`src/common/isaPkg.sv`:
```
/*
 * MIPS subset definitions: add, sub, and, or, slt, addi, lw, sw, beq only.
 * Both memories are memWords deep and word addressed. Higher address bits wrap.
 */
package isaPkg;

	// data and instruction word
	typedef logic [31:0] wordT;

	// register file index
	typedef logic [4:0] regAddrT;

	// raw I-type immediate, sign extended in decode
	typedef logic [15:0] immT;

	// depth of instruction memory and of data memory
	localparam int memWords = 64;
	localparam int memAddrW = $clog2(memWords);

	// word index into either memory
	typedef logic [memAddrW-1:0] memAddrT;

	// primary opcode, instr[31:26]
	typedef enum logic [5:0] {
		rType = 6'h00,
		beq   = 6'h04,
		addi  = 6'h08,
		lw    = 6'h23,
		sw    = 6'h2b
	} opcodeT;

	// funct field of R-type, instr[5:0]
	// other codes (sll/nop included) decode to no write
	typedef enum logic [5:0] {
		fnAdd = 6'h20,
		fnSub = 6'h22,
		fnAnd = 6'h24,
		fnOr  = 6'h25,
		fnSlt = 6'h2a
	} functT;

	// operation carried down to execute
	typedef enum logic [2:0] {
		aluAdd,
		aluSub,
		aluAnd,
		aluOr,
		aluSlt
	} aluOpT;

endpackage

```
`src/common/pipePkg.sv`:
```
/*
 * Pipeline register layouts and hazard controls for the five-stage core.
 * All bundles clear to zero, which encodes a bubble.
 */
package pipePkg;

	// control bundle made by the main decoder
	typedef struct packed {
		logic          regWrite;
		logic          memToReg;
		logic          memWrite;
		logic          regDst;
		logic          aluSrc;
		isaPkg::aluOpT aluOp;
	} ctrlT;

	// IF/ID
	typedef struct packed {
		isaPkg::wordT instr;
		isaPkg::wordT pcPlus4;
	} ifIdT;

	// ID/EX, operands as read in decode, before forwarding
	typedef struct packed {
		ctrlT            ctrl;
		isaPkg::wordT    a;
		isaPkg::wordT    b;
		isaPkg::regAddrT rs;
		isaPkg::regAddrT rt;
		isaPkg::regAddrT rd;
		isaPkg::wordT    signImm;
	} idExT;

	// EX/MEM
	typedef struct packed {
		logic            regWrite;
		logic            memToReg;
		logic            memWrite;
		isaPkg::wordT    aluOut;
		isaPkg::wordT    writeData;
		isaPkg::regAddrT writeReg;
	} exMemT;

	// MEM/WB
	typedef struct packed {
		logic            regWrite;
		logic            memToReg;
		isaPkg::wordT    aluOut;
		isaPkg::wordT    readData;
		isaPkg::regAddrT writeReg;
	} memWbT;

	// where an execute operand comes from
	typedef enum logic [1:0] {
		fwdReg = 2'b00,
		fwdWb  = 2'b01,
		fwdMem = 2'b10
	} fwdSrcT;

	// hazard unit outputs, fanned out to every stage
	typedef struct packed {
		logic   stallF;
		logic   stallD;
		logic   flushD;
		logic   flushE;
		fwdSrcT forwardAE;
		fwdSrcT forwardBE;
		logic   forwardAD;
		logic   forwardBD;
	} hazardT;

endpackage

```
`src/design/hazardUnit.sv`:
```
/*
 * Forwarding selects, load-use and beq operand stalls, taken-branch flush.
 * Memory stage wins over writeback. r0 is never forwarded.
 */
`timescale 1ns/1ns

module hazardUnit (
	input  pipePkg::ifIdT       ifId,
	input  pipePkg::idExT       idEx,
	input  isaPkg::regAddrT     writeRegE,
	input  logic                isBranch,
	input  pipePkg::exMemT      exMem,
	input  pipePkg::memWbT      memWb,
	output pipePkg::hazardT     hz
);

	isaPkg::regAddrT rsD;
	isaPkg::regAddrT rtD;
	logic            beqD;
	logic            lwStall;
	logic            branchStall;
	logic            stall;

	assign rsD  = ifId.instr[25:21];
	assign rtD  = ifId.instr[20:16];
	assign beqD = isaPkg::opcodeT'(ifId.instr[31:26]) == isaPkg::beq;

	// execute operands
	always_comb begin
		hz.forwardAE = pipePkg::fwdReg;
		hz.forwardBE = pipePkg::fwdReg;
		if (idEx.rs != '0 && exMem.regWrite && exMem.writeReg == idEx.rs) begin
			hz.forwardAE = pipePkg::fwdMem;
		end else if (idEx.rs != '0 && memWb.regWrite && memWb.writeReg == idEx.rs) begin
			hz.forwardAE = pipePkg::fwdWb;
		end
		if (idEx.rt != '0 && exMem.regWrite && exMem.writeReg == idEx.rt) begin
			hz.forwardBE = pipePkg::fwdMem;
		end else if (idEx.rt != '0 && memWb.regWrite && memWb.writeReg == idEx.rt) begin
			hz.forwardBE = pipePkg::fwdWb;
		end
	end

	// comparator operands, writeback is covered by write-through
	assign hz.forwardAD = rsD != '0 && exMem.regWrite && exMem.writeReg == rsD;
	assign hz.forwardBD = rtD != '0 && exMem.regWrite && exMem.writeReg == rtD;

	// load in execute feeding the instruction in decode
	assign lwStall = idEx.ctrl.memToReg && writeRegE != '0 &&
		(writeRegE == rsD || writeRegE == rtD);

	// beq operand still in execute, or a load result still in memory
	assign branchStall = beqD && (
		(idEx.ctrl.regWrite && writeRegE != '0 &&
			(writeRegE == rsD || writeRegE == rtD)) ||
		(exMem.memToReg && exMem.writeReg != '0 &&
			(exMem.writeReg == rsD || exMem.writeReg == rtD)));

	assign stall = lwStall || branchStall;

	assign hz.stallF = stall;
	assign hz.stallD = stall;
	assign hz.flushE = stall;
	// a stalled beq compared stale operands, so no flush then
	assign hz.flushD = isBranch && !stall;

endmodule

```
`config.mk`:
```
export PLATFORM = sky130hd
export DESIGN_NAME = hazardUnit
export DESIGN_NICKNAME = d
export VERILOG_FILES = /design/src/common/isaPkg.sv /design/src/common/pipePkg.sv /design/src/design/hazardUnit.sv
export SDC_FILE = /design/constraint.sdc
export NUM_CORES = 1
export LEC_CHECK = 0
export BUFFER_PORTS_ARGS = -buffer_cell sky130_fd_sc_hd__buf_2
export CORE_AREA = 3 3 134 136
export DETAILED_ROUTE_END_ITERATION = 10
export DIE_AREA = 0 0 137 139
export MAX_ROUTING_LAYER = met4
export PLACE_DENSITY = 0.37
export REMOVE_ABC_BUFFERS = 1
export SLEW_MARGIN = 25
export SYNTH_ARGS = -nofsm -noshare
export SYNTH_HDL_FRONTEND = slang
export SYNTH_SLANG_ARGS = --single-unit
```
`constraint.sdc`:
```
create_clock -name vclk -period 2.2
set_input_delay 0.11 -clock vclk [all_inputs]
set_output_delay 0.11 -clock vclk [all_outputs]
set_load 0.03 [all_outputs]
```
==> results.cfg <==
[worst_setup_path]
crit_arrival_ns = 1.77
end_kind = primary output
crit_fanout = 3
cp.required_ns = 2.09
path_class = in -> out
crit_path_start = ifId[59]
startpoint_type = input port

[final_layout]
n_sequential_cell = 0
final_cell_mix = buf_2, xnor2_1, xor2_1
layout_commonest_cell = buf_2
area_growth_pct = 82.5
regArea_um2 = 0
layout-drive-gt1-share_pct = 43.4
fillers = 2067
nClkBuffers = 0
final_area_mm2 = 0.00116
nets = 470

[die]
core_mm2 = 0.0171
ios = 342
num_rows = 48
die_h_um = 139
die_x_um = 137
die_area_mm2 = 0.0190
start_util_pct = 3.73

[global_route]
grt_pass1_wl_um = 5060
grt_use_total_pct = 3.66
grt_max_degree = 6
grt_pass1_vias = 818
overflow = 0
antenna_found_initial = 0

[clocking]
post_cts_buffers = 0
cts_hold_buf = 0
cts_resized = 0

[timing]
fin_crit_sh_pct = 85.3
setup_viol = 0
rsz0062_at_grt = no
fin_crit_ns = 1.88
max_freq_ghz = 0.533
finalHoldViolCount = 0
tightest_slew_ns = 0.407
hold_ws_ns = 0.605
slew_violations = 0
max_slew_margin_pct = 72.6
tns_ns = 0

[route]
vias_per_cell = 2.28
drt_wl_total_um = 3710
drcViolationCount = 0
num_vias = 831
antenna_left = 0
first_pass_iters = 4
wire_per_inst_um = 10.2
drt_iter0_drc = 17

[flow_run]
cap_violations = 0

[min_path]
hold_depth = 4
min_to = hz[4]
min_from = memWb[70]
min_path_type = in -> out

[logic_synthesis]
ys_seq_area_share_pct = 0
yosysWarnings = 0
yosysTopAreaCellShare_pct = 33.1
yosysTopAreaCell = xnor2_1
synth_cell_types = 21
post_synth.cell_area_avg_um2 = 7.31
synthTopCellsByArea = xnor2_1, xor2_1, or4_1
synth_cells = 87
netlist_area_um2 = 636

[status]
status = completed

[placement]
place_area_mm2 = 0.00115
dp_hpwl_um = 3460
gp_congestion = 0.713
portBuffers = 57
[worst max-delay path: stages]
cell	delay [ns]
buf_2	0.09
or4b_1	0.58
nor3_2	0.26
a21oi_1	0.13
a211oi_2	0.23
or2_1	0.16
buf_2	0.20
[cell families (layout without fill, tap and decap cells)]
| family | Yosys count | after routing | synth area share (%) |
|---|---|---|---|
| XOR/XNOR | 40 | 40 | 55.1 |
| AND/OR/NAND/NOR | 33 | 33 | 30.7 |
| buffers and inverters | 8 | 57 | 7.87 |
| AO/OA/AOI/OAI | 6 | 6 | 6.30 |
| other | 0 | 3 | 0 |
[Yosys cell counts]
master,count
buf_4,3
o211ai_1,1
buf_6,1
nor4_1,4
clkbuf_1,3
nor3_1,4
or2_1,1
xor2_1,16
nor3b_1,1
xnor2_1,24
a211oi_2,1
nand3_1,4
nor3_2,1
or4_1,6
a21oi_1,2
nand2_1,2
nand4_1,4
o21ai_0,2
buf_2,1
or4b_1,1
nor2_1,5
[routing by layer]
metal | GRT usage (%) | share of wire, % | wire length [um]
met5 | - | 0 | 0
met4 | 0 | 0 | 0
met3 | 0.145 | 7.7 | 287
met2 | 5.76 | 43 | 1610
met1 | 5.51 | 49 | 1810
[worst max-delay path by stage]
| stage | end | cells past startpoint |
|---|---|---|
| global placement | hz[8] | 7 |
| detailed placement | hz[8] | 7 |
| floorplan | hz[2] | 4 |
| global route | hz[9] | 7 |
| CTS | hz[8] | 7 |
| finish | hz[8] | 7 |
[metrics by stage]
step	utilization, %	setup WS (ns)	instances
2_1_floorplan	-	0.150	79
3_3_place_gp	6.76	0.257	361
3_5_place_dp	6.76	0.302	361
4_1_cts	6.76	0.287	361
5_1_grt	6.76	0.170	361
6_report	6.80	0.323	364
[cell type report]
type                       instances  area (um2)  share of cell area, %
multi-input combinational         79         586                   50.5
timing repair buffer              57         285                   24.6
tap                              225         282                   24.3
antenna                            3        7.51                  0.647
