**src/common/isaPkg.sv**
```systemverilog
/*
 * MIPS subset definitions: add, sub, and, or, slt, addi, lw, sw, beq only.
 * Both memories are memWords deep and word addressed. Higher address bits wrap.
 */
package isaPkg;

	// data and instruction word
	typedef logic [31:0] wordT;

	// register file index
	typedef logic [4:0] regAddrT;

	// raw I-type immediate, sign extended in decode
	typedef logic [15:0] immT;

	// depth of instruction memory and of data memory
	localparam int memWords = 64;
	localparam int memAddrW = $clog2(memWords);

	// word index into either memory
	typedef logic [memAddrW-1:0] memAddrT;

	// primary opcode, instr[31:26]
	typedef enum logic [5:0] {
		rType = 6'h00,
		beq   = 6'h04,
		addi  = 6'h08,
		lw    = 6'h23,
		sw    = 6'h2b
	} opcodeT;

	// funct field of R-type, instr[5:0]
	// other codes (sll/nop included) decode to no write
	typedef enum logic [5:0] {
		fnAdd = 6'h20,
		fnSub = 6'h22,
		fnAnd = 6'h24,
		fnOr  = 6'h25,
		fnSlt = 6'h2a
	} functT;

	// operation carried down to execute
	typedef enum logic [2:0] {
		aluAdd,
		aluSub,
		aluAnd,
		aluOr,
		aluSlt
	} aluOpT;

endpackage

```
**src/common/pipePkg.sv**
```systemverilog
/*
 * Pipeline register layouts and hazard controls for the five-stage core.
 * All bundles clear to zero, which encodes a bubble.
 */
package pipePkg;

	// control bundle made by the main decoder
	typedef struct packed {
		logic          regWrite;
		logic          memToReg;
		logic          memWrite;
		logic          regDst;
		logic          aluSrc;
		isaPkg::aluOpT aluOp;
	} ctrlT;

	// IF/ID
	typedef struct packed {
		isaPkg::wordT instr;
		isaPkg::wordT pcPlus4;
	} ifIdT;

	// ID/EX, operands as read in decode, before forwarding
	typedef struct packed {
		ctrlT            ctrl;
		isaPkg::wordT    a;
		isaPkg::wordT    b;
		isaPkg::regAddrT rs;
		isaPkg::regAddrT rt;
		isaPkg::regAddrT rd;
		isaPkg::wordT    signImm;
	} idExT;

	// EX/MEM
	typedef struct packed {
		logic            regWrite;
		logic            memToReg;
		logic            memWrite;
		isaPkg::wordT    aluOut;
		isaPkg::wordT    writeData;
		isaPkg::regAddrT writeReg;
	} exMemT;

	// MEM/WB
	typedef struct packed {
		logic            regWrite;
		logic            memToReg;
		isaPkg::wordT    aluOut;
		isaPkg::wordT    readData;
		isaPkg::regAddrT writeReg;
	} memWbT;

	// where an execute operand comes from
	typedef enum logic [1:0] {
		fwdReg = 2'b00,
		fwdWb  = 2'b01,
		fwdMem = 2'b10
	} fwdSrcT;

	// hazard unit outputs, fanned out to every stage
	typedef struct packed {
		logic   stallF;
		logic   stallD;
		logic   flushD;
		logic   flushE;
		fwdSrcT forwardAE;
		fwdSrcT forwardBE;
		logic   forwardAD;
		logic   forwardBD;
	} hazardT;

endpackage

```
**src/design/fetch/fetchStage.sv**
```systemverilog
/*
 * PC and instruction memory. progWe is accepted only while rst is high.
 * IF/ID holds on stallD and clears on flushD.
 */
`timescale 1ns/1ns

module fetchStage (
	input  logic                clk,
	input  logic                rst,
	input  logic                progWe,
	input  isaPkg::memAddrT     progAddr,
	input  isaPkg::wordT        progData,
	input  pipePkg::hazardT     hz,
	input  logic                branchTaken,
	input  isaPkg::wordT        branchTarget,
	output pipePkg::ifIdT       ifId
);

	isaPkg::wordT imem [isaPkg::memWords];
	isaPkg::wordT pc;
	isaPkg::wordT pcPlus4;
	isaPkg::wordT pcNext;
	isaPkg::wordT fetched;

	// program load port, one word per strobe
	always_ff @(posedge clk) begin
		if (rst && progWe) begin
			imem[progAddr] <= progData;
		end
	end

	// byte pc, word indexed memory
	assign fetched = imem[pc[2 +: isaPkg::memAddrW]];
	assign pcPlus4 = pc + 32'd4;

	// branch resolved in decode redirects the next fetch
	assign pcNext = branchTaken ? branchTarget : pcPlus4;

	always_ff @(posedge clk) begin
		if (rst) begin
			pc <= '0;
		end else if (!hz.stallF) begin
			pc <= pcNext;
		end
	end

	// IF/ID, flush squashes the wrong-path fetch after a taken beq
	always_ff @(posedge clk) begin
		if (rst || hz.flushD) begin
			ifId <= '0;
		end else if (!hz.stallD) begin
			ifId.instr   <= fetched;
			ifId.pcPlus4 <= pcPlus4;
		end
	end

endmodule

```
**config.mk**
```make
export PLATFORM = sky130hd
export DESIGN_NAME = fetchStage
export DESIGN_NICKNAME = d
export VERILOG_FILES = /design/src/common/isaPkg.sv /design/src/common/pipePkg.sv /design/src/design/fetch/fetchStage.sv
export SDC_FILE = /design/constraint.sdc
export NUM_CORES = 2
export LEC_CHECK = 0
export ABC_AREA = 1
export ABC_CLOCK_PERIOD_IN_PS = 2800
export BUFFER_PORTS_ARGS = -buffer_cell sky130_fd_sc_hd__buf_2
export CORE_MARGIN = 5
export CORE_UTILIZATION = 45
export CTS_CLUSTER_DIAMETER = 30
export DETAILED_ROUTE_END_ITERATION = 8
export GPL_ROUTABILITY_DRIVEN = 0
export GPL_TIMING_DRIVEN = 0
export PLACE_DENSITY = 0.67
export RECOVER_POWER = 100
export REMOVE_ABC_BUFFERS = 1
export SYNTH_ARGS = -nofsm -noshare
export SYNTH_HDL_FRONTEND = slang
export SYNTH_SLANG_ARGS = --single-unit
```
**constraint.sdc**
```tcl
create_clock -name clk -period 2.8 [get_ports clk]
set_input_delay 0.28 -clock clk [delete_from_list [all_inputs] [get_ports clk]]
set_output_delay 0.28 -clock clk [all_outputs]
set_load 0.05 [all_outputs]
```
==> flow_metrics.py <==
metrics = {
    "outcome": {
        "outcome": "finished, violations left",
        "violations": "capacitance limit, slew limit, setup timing",
    },
    "synthesis": {
        "synth.distinct_cells": 27,
        "syn_area_um2": 91090,
        "synth_top_family_by_area": "simple AND/OR/NAND/NOR gates",
        "yosys.area_share.simple": 0.2120,
        "synthXorXnorAreaFrac": 0.002404,
        "synthAdderAreaFrac": 0.0001374,
        "avgSynthCellArea_um2": 10.20,
        "synth_compound_area_frac": 0.02148,
        "ys_seq_area_frac": 0.6962,
        "synth_mux_area_frac": 0,
        "synth-seq-cells": 2144,
        "ys_warn_count": 0,
        "synth_cells": 8931,
    },
    "final_layout": {
        "multi_input_area_um2": 22080,
        "drive_gt1_frac": 0.1083,
        "area_delta_synth_final_pct": 23.99,
        "seqCellArea_um2": 63430,
        "stdcell_count": 12410,
        "nNetsFinal": 9490,
        "fillCellCount": 15567,
    },
    "sta": {
        "max_freq_mhz": 348.0,
        "fin_crit_sh": 1.026,
        "postLayoutSetupSlackWorst_ps": -73.47,
        "setup_viol": 91,
        "period_minus_slack_ps": 2873,
        "worstMarginPinSlew_ps": 3408,
        "relSlewSlack": -1.272,
        "skew_ps": 56.80,
        "hold-worst-slack_ps": 85.85,
        "slew_violations": 2244,
        "hold_viol": 0,
    },
    "global_route": {
        "grtUsageTotal": 0.2689,
        "gr-usage-met1": 0.3374,
        "antenna_found_initial": 15,
        "grt_busiest_layer": "met2",
        "gr-usage-met2": 0.4273,
        "grt_use_met3": 0.06015,
        "grt_pass1_wl_um": 421900,
        "grt_pass1_vias": 65875,
        "grt_max_degree": 83,
        "grt_remaining_overflow": 0,
    },
    "clocking": {
        "path_clk_slew_ps": 50,
        "clk_path_buf_depth": 4,
        "numCtsBuffers": 403,
        "clock-sinks": 2144,
        "cts_tree": "yes",
        "cts_max_level": 5,
        "clkLatencyLatePin_ps": 960,
        "cts-root-buf": "clkbuf_16",
    },
    "run": {
        "maxCapViolCount": 47,
    },
    "drt": {
        "first_iter_violations": 8900,
        "wl_per_cell_um": 23.60,
        "via_count": 68221,
        "drtAntennaViolNets": 0,
        "drt_wl_total_um": 292900,
        "firstDrtPassIters": 6,
        "drc": 0,
        "viasPerCell": 5.497,
    },
    "worst_setup_path": {
        "crit_buf_inv": 4,
        "crit_type": "in2reg",
        "path_cells": "buf_4, nand2_1, inv_1, nand4_1, clkbuf_1, nor2_2, clkbuf_4",
        "arrival_ps": 3460,
        "end_kind": "flop",
        "critPathSlowestCell": "nor2_2",
        "crit_required_ps": 3380,
        "start_kind": "input port",
        "critPathMaxFanout": 18,
        "crit_family": "simple AND/OR/NAND/NOR gates",
        "max_stage_delay_ps": 1050,
    },
    "floorplan": {
        "dieWidth_um": 459.9,
        "die_h_um": 459.9,
        "ios": 148,
        "core_um2": 201700,
        "num_rows": 165,
        "die_area_um2": 211500,
        "initial_utilization": 0.4516,
    },
    "power_and_ir_drop": {
        "p_leak_uw": 0.04638,
        "max-vdd-ir-drop_mv": 0.6038,
        "p_per_area_nw_per_um2": 799.8,
        "total_power_uw": 90340,
    },
    "place": {
        "dp.cells": 11408,
        "port_buffers": 140,
        "dp_hpwl_um": 137900,
        "dp_slack_ps": -2002,
    },
    "worst_hold_path": {
        "hold_path_class": "in2reg",
    },
}
-- final timing paths --
check	start	end	slack, ps	depth (start not counted)
max	rst	imem[15][14]$_DFFE_PP_	-70	7
min	rst	ifId[50]$_SDFFE_PP0N_	90	5
max reg2reg	pc[3]$_SDFFE_PP0N_	ifId[59]$_SDFFE_PP0N_	10	17
min reg2reg	pc[0]$_SDFFE_PP0P_	ifId[0]$_SDFFE_PP0N_	460	2
-- cell usage after synthesis --
cell type | instances | area share
buf_1 | 82 | 0.0034
o211ai_1 | 9 | 0.00074
inv_2 | 5 | 0.00021
nand3b_1 | 1 | 0.000082
ha_1 | 1 | 0.00014
xor2_1 | 25 | 0.0024
buf_4 | 10 | 0.00082
o221ai_1 | 2 | 0.00019
o21ai_0 | 266 | 0.015
nand2_2 | 1 | 0.000069
clkbuf_1 | 164 | 0.0068
clkinv_1 | 3 | 0.00012
buf_2 | 195 | 0.011
a22o_1 | 3 | 0.00029
buf_6 | 3 | 0.00037
o21ai_1 | 35 | 0.0019
a21oi_1 | 59 | 0.0032
a31oi_1 | 7 | 0.00048
nand3_1 | 930 | 0.051
nand2_1 | 3034 | 0.13
nand4_1 | 12 | 0.00082
inv_1 | 1102 | 0.045
nor2_1 | 817 | 0.034
edfxtp_1 | 2048 | 0.68
nor3_1 | 15 | 0.00082
or2_2 | 6 | 0.00041
dfxtp_1 | 96 | 0.021
-- logic make-up (layout without fill, tap and decap cells) --
| logic type | Yosys count | after routing |
|---|---|---|
| XOR/XNOR | 25 | 25 |
| adder cells (fa/ha/maj) | 1 | 1 |
| AO/OA/AOI/OAI | 381 | 381 |
| other | 0 | 10 |
| AND/OR/NAND/NOR | 4816 | 4816 |
| flip-flops | 2144 | 2144 |
| buffers and inverters | 1564 | 2361 |
-- placed cells by master, fill, tap and decap left out, types with 6 or more instances in the layout --
cell           Yosys  layout
nand2_2            1      10
buf_2            195      42
o21ai_1           35      36
clkinv_2           0      60
nand2_1         3034    3023
o211ai_1           9       9
nand3_2            0      13
buf_16             0      60
nand4_1           12      12
clkinvlp_4         0      54
clkinv_4           0      35
clkbuf_2           0      43
buf_12             0      38
xor2_1            25      25
nor2_1           817     755
clkinv_1           3      46
clkbuf_1         164     199
inv_2              5       6
dfxtp_1           96      91
clkbuf_4           0       9
or2_2              6       6
nand3_1          930     909
nor3_1            15      14
edfxtp_1        2048    2048
nand3_4            0       8
nor2_2             0      19
a31oi_1            7       7
nor2_4             0      43
bufinv_16          0      54
a21oi_1           59      59
diode_2            0      10
inv_1           1102    1096
o21ai_0          266     264
buf_4             10      33
bufbuf_16          0      45
inv_6              0      26
clkbuf_16          0     417
dlygate4sd3_1      0      74
-- timing repair --
item,CTS,global route
gates cloned,61,9
gates resized for setup,86,37
endpoints found under the hold margin,137,113
hold buffers,71,3
buffers inserted,113,8
pin swaps,49,6
setup endpoints to repair,1764,41
-- registers in the layout, summed over array words and instances (netlist names) --
register and cells:
pc 32, imem 2048, ifId 64
-- report_power, final --
| part | leakage [uW] | internal (uW) | total [uW] | switching [uW] |
|---|---|---|---|---|
| Sequential | 0.0192 | 35400 | 35500 | 91.4 |
| Clock | 0.00647 | 31700 | 48100 | 16400 |
| Combinational | 0.0207 | 2090 | 6720 | 4630 |
| Total | 0.0464 | 69200 | 90300 | 21100 |
-- worst min-delay path: cells and delay by family --
kind,cells,cell delay (ps)
buffers and inverters,2,420
AND/OR/NAND/NOR,2,170
AO/OA/AOI/OAI,1,90
-- layer usage --
metal	wire length, um	part of all wire
met5	20	0.000068
met4	18970	0.065
met3	34490	0.12
met2	134200	0.46
met1	105200	0.36
-- layout make-up --
cell class,instances,share of cell area
Sequential cell,2144,0.5616
Multi-Input combinational cell,5223,0.1955
Clock buffer,451,0.09226
Timing Repair Buffer,520,0.05544
Inverter,1110,0.03773
Tap cell,2672,0.02960
Clock inverter,277,0.02741
Timing Repair inverter,3,0.0002326
Antenna cell,10,0.0002215
-- per-stage QoR --
stage | util | setup TNS [ps] | area [um^2]
final | 0.5600 | -3358 | 113000
after global routing | 0.5600 | -16.65 | 112900
after CTS | 0.5662 | -1.376 | 114200
after detailed placement | 0.4782 | -2387090 | 96460
after global placement | 0.4617 | - | 93130
after floorplan | - | -3137630 | 89090
(Power assumes the default switching activity.)
