**src/common/isaPkg.sv**
```systemverilog
/*
 * MIPS subset definitions: add, sub, and, or, slt, addi, lw, sw, beq only.
 * Both memories are memWords deep and word addressed. Higher address bits wrap.
 */
package isaPkg;

	// data and instruction word
	typedef logic [31:0] wordT;

	// register file index
	typedef logic [4:0] regAddrT;

	// raw I-type immediate, sign extended in decode
	typedef logic [15:0] immT;

	// depth of instruction memory and of data memory
	localparam int memWords = 64;
	localparam int memAddrW = $clog2(memWords);

	// word index into either memory
	typedef logic [memAddrW-1:0] memAddrT;

	// primary opcode, instr[31:26]
	typedef enum logic [5:0] {
		rType = 6'h00,
		beq   = 6'h04,
		addi  = 6'h08,
		lw    = 6'h23,
		sw    = 6'h2b
	} opcodeT;

	// funct field of R-type, instr[5:0]
	// other codes (sll/nop included) decode to no write
	typedef enum logic [5:0] {
		fnAdd = 6'h20,
		fnSub = 6'h22,
		fnAnd = 6'h24,
		fnOr  = 6'h25,
		fnSlt = 6'h2a
	} functT;

	// operation carried down to execute
	typedef enum logic [2:0] {
		aluAdd,
		aluSub,
		aluAnd,
		aluOr,
		aluSlt
	} aluOpT;

endpackage

```
**src/common/pipePkg.sv**
```systemverilog
/*
 * Pipeline register layouts and hazard controls for the five-stage core.
 * All bundles clear to zero, which encodes a bubble.
 */
package pipePkg;

	// control bundle made by the main decoder
	typedef struct packed {
		logic          regWrite;
		logic          memToReg;
		logic          memWrite;
		logic          regDst;
		logic          aluSrc;
		isaPkg::aluOpT aluOp;
	} ctrlT;

	// IF/ID
	typedef struct packed {
		isaPkg::wordT instr;
		isaPkg::wordT pcPlus4;
	} ifIdT;

	// ID/EX, operands as read in decode, before forwarding
	typedef struct packed {
		ctrlT            ctrl;
		isaPkg::wordT    a;
		isaPkg::wordT    b;
		isaPkg::regAddrT rs;
		isaPkg::regAddrT rt;
		isaPkg::regAddrT rd;
		isaPkg::wordT    signImm;
	} idExT;

	// EX/MEM
	typedef struct packed {
		logic            regWrite;
		logic            memToReg;
		logic            memWrite;
		isaPkg::wordT    aluOut;
		isaPkg::wordT    writeData;
		isaPkg::regAddrT writeReg;
	} exMemT;

	// MEM/WB
	typedef struct packed {
		logic            regWrite;
		logic            memToReg;
		isaPkg::wordT    aluOut;
		isaPkg::wordT    readData;
		isaPkg::regAddrT writeReg;
	} memWbT;

	// where an execute operand comes from
	typedef enum logic [1:0] {
		fwdReg = 2'b00,
		fwdWb  = 2'b01,
		fwdMem = 2'b10
	} fwdSrcT;

	// hazard unit outputs, fanned out to every stage
	typedef struct packed {
		logic   stallF;
		logic   stallD;
		logic   flushD;
		logic   flushE;
		fwdSrcT forwardAE;
		fwdSrcT forwardBE;
		logic   forwardAD;
		logic   forwardBD;
	} hazardT;

endpackage

```
**src/design/execute/executeStage.sv**
```systemverilog
/*
 * Forwarding muxes, ALU and destination select. slt compares signed.
 * Forwarded values come from EX/MEM aluOut and the writeback result.
 */
`timescale 1ns/1ns

module executeStage (
	input  logic                clk,
	input  logic                rst,
	input  pipePkg::idExT       idEx,
	input  pipePkg::hazardT     hz,
	input  isaPkg::wordT        exAluOut,
	input  isaPkg::wordT        wbResult,
	output pipePkg::exMemT      exMem,
	output isaPkg::regAddrT     writeRegE
);

	isaPkg::wordT srcA;
	isaPkg::wordT srcB;
	isaPkg::wordT writeData;
	isaPkg::wordT aluOut;

	// operand A
	always_comb begin
		case (hz.forwardAE)
			pipePkg::fwdMem: srcA = exAluOut;
			pipePkg::fwdWb:  srcA = wbResult;
			default:         srcA = idEx.a;
		endcase
	end

	// operand B before the immediate mux, this is also store data
	always_comb begin
		case (hz.forwardBE)
			pipePkg::fwdMem: writeData = exAluOut;
			pipePkg::fwdWb:  writeData = wbResult;
			default:         writeData = idEx.b;
		endcase
	end

	assign srcB = idEx.ctrl.aluSrc ? idEx.signImm : writeData;

	always_comb begin
		case (idEx.ctrl.aluOp)
			isaPkg::aluAdd: aluOut = srcA + srcB;
			isaPkg::aluSub: aluOut = srcA - srcB;
			isaPkg::aluAnd: aluOut = srcA & srcB;
			isaPkg::aluOr:  aluOut = srcA | srcB;
			isaPkg::aluSlt: aluOut = {31'd0, $signed(srcA) < $signed(srcB)};
			default:        aluOut = '0;
		endcase
	end

	// rd for R-type, rt for addi and lw
	assign writeRegE = idEx.ctrl.regDst ? idEx.rd : idEx.rt;

	// EX/MEM
	always_ff @(posedge clk) begin
		if (rst) begin
			exMem <= '0;
		end else begin
			exMem.regWrite  <= idEx.ctrl.regWrite;
			exMem.memToReg  <= idEx.ctrl.memToReg;
			exMem.memWrite  <= idEx.ctrl.memWrite;
			exMem.aluOut    <= aluOut;
			exMem.writeData <= writeData;
			exMem.writeReg  <= writeRegE;
		end
	end

endmodule

```
**config.mk**
```make
export PLATFORM = sky130hd
export DESIGN_NAME = executeStage
export DESIGN_NICKNAME = d
export VERILOG_FILES = /design/src/common/isaPkg.sv /design/src/common/pipePkg.sv /design/src/design/execute/executeStage.sv
export SDC_FILE = /design/constraint.sdc
export NUM_CORES = 1
export LEC_CHECK = 0
export ABC_AREA = 1
export BUFFER_PORTS_ARGS = -buffer_cell sky130_fd_sc_hd__buf_2
export CAP_MARGIN = 20
export CORE_MARGIN = 1.5
export CORE_UTILIZATION = 55
export DETAILED_ROUTE_END_ITERATION = 10
export PLACE_DENSITY = 0.84
export SYNTH_ARGS = -nofsm -noshare
export SYNTH_HDL_FRONTEND = slang
export SYNTH_SLANG_ARGS = --single-unit
```
**constraint.sdc**
```tcl
create_clock -name clk -period 4.2 [get_ports clk]
set_input_delay 0.21 -clock clk [delete_from_list [all_inputs] [get_ports clk]]
set_output_delay 0.21 -clock clk [all_outputs]
set_load 0.02 [all_outputs]
```
==> flow_summary.ini, run 1 <==
[global_route]
gr-usage-met1_pct = 55.7
grt_pass1_wl_mm = 58.0
use_met3_pct = 7.83
grt_start_max_net_pins = 61
grt_overflow = 0
grt_busiest_layer = met2
grt_usage_pct = 41.3
grt_pass1_vias = 10796
use_met2_pct = 65.6
antenna_found_initial = 6

[final_layout]
final_cell_mix = nand2_1, inv_1, buf_2
areaGrowthSynthToFinish_pct = 17.5
fin_area_um2 = 11400
finish.utilization_pct = 66.0
largest_register = exMem
reg.largest.list = exMem x72
layout.nets = 2221
drive_above_1_share_pct = 16.4
n_fill_cell = 1700
final_common_cell = nand2_1
largest_reg_flops = 72

[logic_synthesis]
synth_ff_type = dfxtp_1
synth_top_area_share_pct = 18.5
ys_top_cells_by_area = nand2_1, dfxtp_1, ha_1
synth-simple-area-share_pct = 34.1
synth_top_area_cell = nand2_1
synth_top_family_by_area = simple AND/OR/NAND/NOR gates
yosys_warnings = 0
synth_cell_types = 40
synth_cells = 1695
syn_avg_cell_area_um2 = 5.73
synth_seq_area_share_pct = 14.8
synth_edf_count = 0
syn-cell-area_um2 = 9720
synth_compound_area_share_pct = 19.8
synthMuxAreaShare_pct = 0
ys_seq_elements = 72
synth_fa_ha_area_share_pct = 14.6
synthArstFlopShare_pct = 0
synthXorXnorAreaFrac_pct = 0.360
syn-num-nets = 2002

[setup_path]
crit_buf_inv = 7
critPathTopFamily = simple AND/OR/NAND/NOR gates
worst_setup_path_end_kind = register
cp_slowest_cell = ha_1
crit_start = hz[4]
path_max_fanout = 33
cp.arrival_ps = 3800
cpMostUsedCell = nand2_1
crit_cells = 23
cp.required_ps = 4410
critPathMaxStageDelay_ps = 580
crit_end = exMem[60]$_SDFF_PP0_
cp-start-kind = input pin
worstSetupPathType = in -> reg
crit_chain = buf_2, inv_1, ha_1, inv_1, buf_4, o21ai_0, inv_1, ha_1, nand2_1, inv_1, nand2_1, nand2_1, inv_1, nand2_1, nand2_1, nand2_1, nand2_1, nand2_1, nand2_1, nand3_1, nand2_1, nor2_1, nor2_1

[die]
die_x_um = 136
die_area_um2 = 18500
die-height_um = 136
rows = 48
core_um2 = 17300
ios = 272
initial_core_util_pct = 56.2

[clock_tree]
holdBufCountCts = 0
clock_sinks = 72
clock_path_buffers = 2
cts_buffers = 9
cts_setup_buffers = 0
post_cts_resized = 0
cts.htree.levels = 3
cts_root_buf = clkbuf_16
cts_tree = yes
clk_transition_reported_paths_ps = 70

[placed_design]
io_buffers = 260
placed_cell_area_um2 = 11100
dpl.hpwl_mm = 31.5
routabilityCongestion = 1.04

[route]
routed_wl_mm = 38.7
vias_per_cell = 5.68
routed-via-count = 12209
drt_iter0_markers = 1227
wl_per_cell_um = 18.0
ant_nets = 0
dr.pass1.iters = 8
drc_errors = 0

[run]
cap_violations = 0

[outcome]
outcome = completed

[sta]
timing.fmax_mhz = 279
finalHoldViolCount = 0
worst_pin_slew_ps = 765
fin_setup_tns_ps = 0
rsz0062_at_grt = no
slew_violations = 0
period_needed_ps = 3590
slew_headroom_pct = 48.5
finalCritPeriodShare_pct = 85.4
setup_viol = 0

[hold_path]
hold_path_class = in -> reg

[power_and_ir_drop]
ir_drop_v = 0.000217
p_leak_nw = 6.81
power_density_nw_per_um2 = 337
## area by class of cell
class / count / area (µm²) / area share [%]
sequential: 72 / 1440 / 12.6
antenna: 6 / 15.0 / 0.131
timing repair buffer: 280 / 1470 / 12.9
inverter: 329 / 1230 / 10.8
clock buffer: 10 / 239 / 2.09
multi-input combinational: 1222 / 6690 / 58.6
tap: 225 / 282 / 2.46
clock inverter: 6 / 43.8 / 0.383
## metal layers
metal	routed length, µm	part of all wire, %
met5	0	0
met4	1260	3.3
met3	4500	12
met2	17100	44
met1	15900	41
## where the power goes
group | switching [mW] | internal (mW) | total, mW
Combinational | 1.59 | 0.719 | 2.31
Sequential | 0.0159 | 0.747 | 0.763
Clock | 0.360 | 0.419 | 0.779
## cell usage after synthesis (all sizes together) (11+ instances only)
| cell | count |
|---|---|
| a21oi | 69 |
| a221o | 63 |
| buf | 29 |
| clkbuf | 43 |
| dfxtp | 72 |
| ha | 110 |
| inv | 329 |
| nand2 | 483 |
| nand3 | 108 |
| nand4 | 11 |
| nor2 | 169 |
| nor3 | 26 |
| o21ai | 120 |
| o22a | 13 |
| o22ai | 14 |
## kinds of logic (layout without fill, tap and decap cells)
group                      Yosys count  count (layout)
buffers and inverters              401             625
AOI/OAI and AO/OA                  297             297
xor gates and xnor gates             4               4
adders and majority gates          112             112
DFF                                 72              72
and+or+nand+nor                    809             809
other                                0               6
## through the flow
stage | std cells | hold WS (ps) | total power [mW] | worst slack (ps)
2_1_floorplan | 1695 | 317 | 2.35 | 1180
3_3_place_gp | 2127 | 407 | 2.96 | 493
3_5_place_dp | 2128 | 419 | 3.00 | 398
4_1_cts | 2144 | 49.3 | 3.78 | 773
5_1_grt | 2150 | 70.0 | 4.11 | 344
6_report | 2150 | 53.1 | 3.85 | 614
## how the worst min path moves through the flow
stage,to,from,depth (start not counted),slack [ps]
after detailed placement,exMem[70]$_SDFF_PP0_,idEx[117],3,420
after floorplan,exMem[69]$_SDFF_PP0_,idEx[116],2,320
after global routing,exMem[69]$_SDFF_PP0_,idEx[116],3,70
after global placement,exMem[70]$_SDFF_PP0_,idEx[117],3,410
final,exMem[69]$_SDFF_PP0_,idEx[116],3,50
after CTS,exMem[69]$_SDFF_PP0_,idEx[116],3,50
Note: power is estimated with default switching activity, not from simulation.
==> run 2: changes to the inputs <==
--- a/config.mk
+++ b/config.mk
@@ -13,2 +13,3 @@
 export DETAILED_ROUTE_END_ITERATION = 10
+export MAX_ROUTING_LAYER = met4
 export PLACE_DENSITY = 0.84
==> constraint.sdc (replaced) <==
create_clock -name clk -period 4.2 [get_ports clk]
set_input_delay 0.84 -clock clk [delete_from_list [all_inputs] [get_ports clk]]
set_output_delay 0.84 -clock clk [all_outputs]
set_load 0.02 [all_outputs]
==> run 2 against run 1 <==
Effect of this change:
- setup slack got worse by 380 ps
- total power is 4.3% higher
- wire length increased by 1.5%
- design area increased by 3.8%
- core utilization up 2.5 points
- sequential cell count is the same
- clock power up 4.4%
- die area unchanged
- hold slack improved by 630 ps
- global-route usage is 1.9 points higher
- first-iteration DRC count rose by 9.3%
- count of clock-buffer cells in the layout fell by 1
==> flow_summary.ini, run 2 (synthesis gave the netlist of run 1 again) <==
[clock_tree]
post_cts_resized = 0
clock_sinks = 72
cts_tree = yes
cts.htree.levels = 3
cts_buffers = 9
cts_root_buf = clkbuf_16
clock_path_buffers = 2
cts_setup_buffers = 0
clk_transition_reported_paths_ps = 80
holdBufCountCts = 0

[route]
routed_wl_mm = 39.3
routed-via-count = 12368
drt_iter0_markers = 1341
vias_per_cell = 5.61
drc_errors = 0
dr.pass1.iters = 8
ant_nets = 0
wl_per_cell_um = 17.8

[setup_path]
crit_buf_inv = 5
cpMostUsedCell = nand2_1
worstSetupPathType = in -> reg
critPathTopFamily = simple AND/OR/NAND/NOR gates
critPathMaxStageDelay_ps = 470
crit_chain = buf_2, inv_1, ha_1, inv_1, buf_4, o21ai_0, nand2_1, o21ai_0, inv_1, fa_1, nand2_1, nand2_1, and2_1, nand2_1, nand2_1, nor2_1, nor3_1, nor3_1, nor2_1
cp.arrival_ps = 4190
path_max_fanout = 18
cp.required_ps = 4430
cp-start-kind = input pin
worst_setup_path_end_kind = register
cp_slowest_cell = fa_1

[global_route]
grt_start_max_net_pins = 60
grt_overflow = 0
antenna_found_initial = 8
grt_pass1_vias = 11251
grt_usage_pct = 43.2
grt_pass1_wl_mm = 59.1

[sta]
period_needed_ps = 3960
slew_violations = 0
finalCritPeriodShare_pct = 94.4
timing.fmax_mhz = 252
worst_pin_slew_ps = 886
slew_headroom_pct = 40.9
rsz0062_at_grt = no
fin_setup_tns_ps = 0
worst_slack_ps = 236
finalHoldViolCount = 0
setup_viol = 0

[die]
rows = 48
ios = 272
die_area_um2 = 18500
core_um2 = 17300
initial_core_util_pct = 56.2
die-height_um = 136
die_x_um = 136

[placed_design]
routabilityCongestion = 1.09
dpl.hpwl_mm = 32.5
io_buffers = 260
preCtsSetupSlack_ps = 47.9

[outcome]
outcome = completed

[power_and_ir_drop]
power_mw = 4.02
ir_drop_v = 0.000224
power_density_nw_per_um2 = 339
p_leak_nw = 7.08

[final_layout]
drive_above_1_share_pct = 18.6
largest_register = exMem
final_cell_mix = nand2_1, inv_1, buf_2
reg.largest.list = exMem x72
final_common_cell = nand2_1
finish.utilization_pct = 68.6
layout.nets = 2273
n_fill_cell = 1635
areaGrowthSynthToFinish_pct = 22.0
largest_reg_flops = 72

[hold_path]
hold_path_class = in -> reg

[run]
cap_violations = 0
[run 2: cell types whose count changed in the layout (fill, tap and decap cells not counted), sizes merged]
cell      change
clkinvlp      -1
buf          +52
clkinv        -3
clkbuf        -1
inv           +5
diode         +2
[run 2: per-stage QoR]
stage | area [µm²] | cells | hold WS [ps]
2_1_floorplan | 9720 | 1695 | 947
3_3_place_gp | 11500 | 2180 | 1040
3_5_place_dp | 11500 | 2180 | 1060
4_1_cts | 11800 | 2196 | 679
5_1_grt | 11900 | 2204 | 697
6_report | 11900 | 2204 | 680
[run 2: cell type report]
type	instances	area (µm²)	area share [%]
well taps	225	282	2.37
clock buffers	9	225	1.90
diodes	8	20.0	0.169
inverters	329	1230	10.4
clock inverters	7	68.8	0.580
multi-input cells	1222	6690	56.5
repair buffers	332	1890	16.0
flip-flops and latches	72	1440	12.2
[run 2: path summary, 6_finish.rpt]
path / slack, ps / startpoint / endpoint / depth (start not counted)
max: 240 / hz[2] / exMem[45]$_SDFF_PP0_ / 19
min: 680 / idEx[117] / exMem[70]$_SDFF_PP0_ / 3
[run 2: metal layers]
layer / global-route usage (%) / vias to the layer above / routed length, µm
met5: - / - / 0
met3: 4.81 / 104 / 4220
met1: 58.5 / 5536 / 16600
met2: 65.6 / 789 / 17000
li1: - / 5939 / -
met4: 17.4 / 0 / 1450
[run 2: where the power goes]
group          leakage [nW]  total [mW]  internal, mW  switching, mW
clock                 0.147       0.813         0.421          0.392
combinational          6.34        2.44         0.827           1.62
sequential            0.595       0.763         0.747         0.0160
total                  7.08        4.02          1.99           2.02
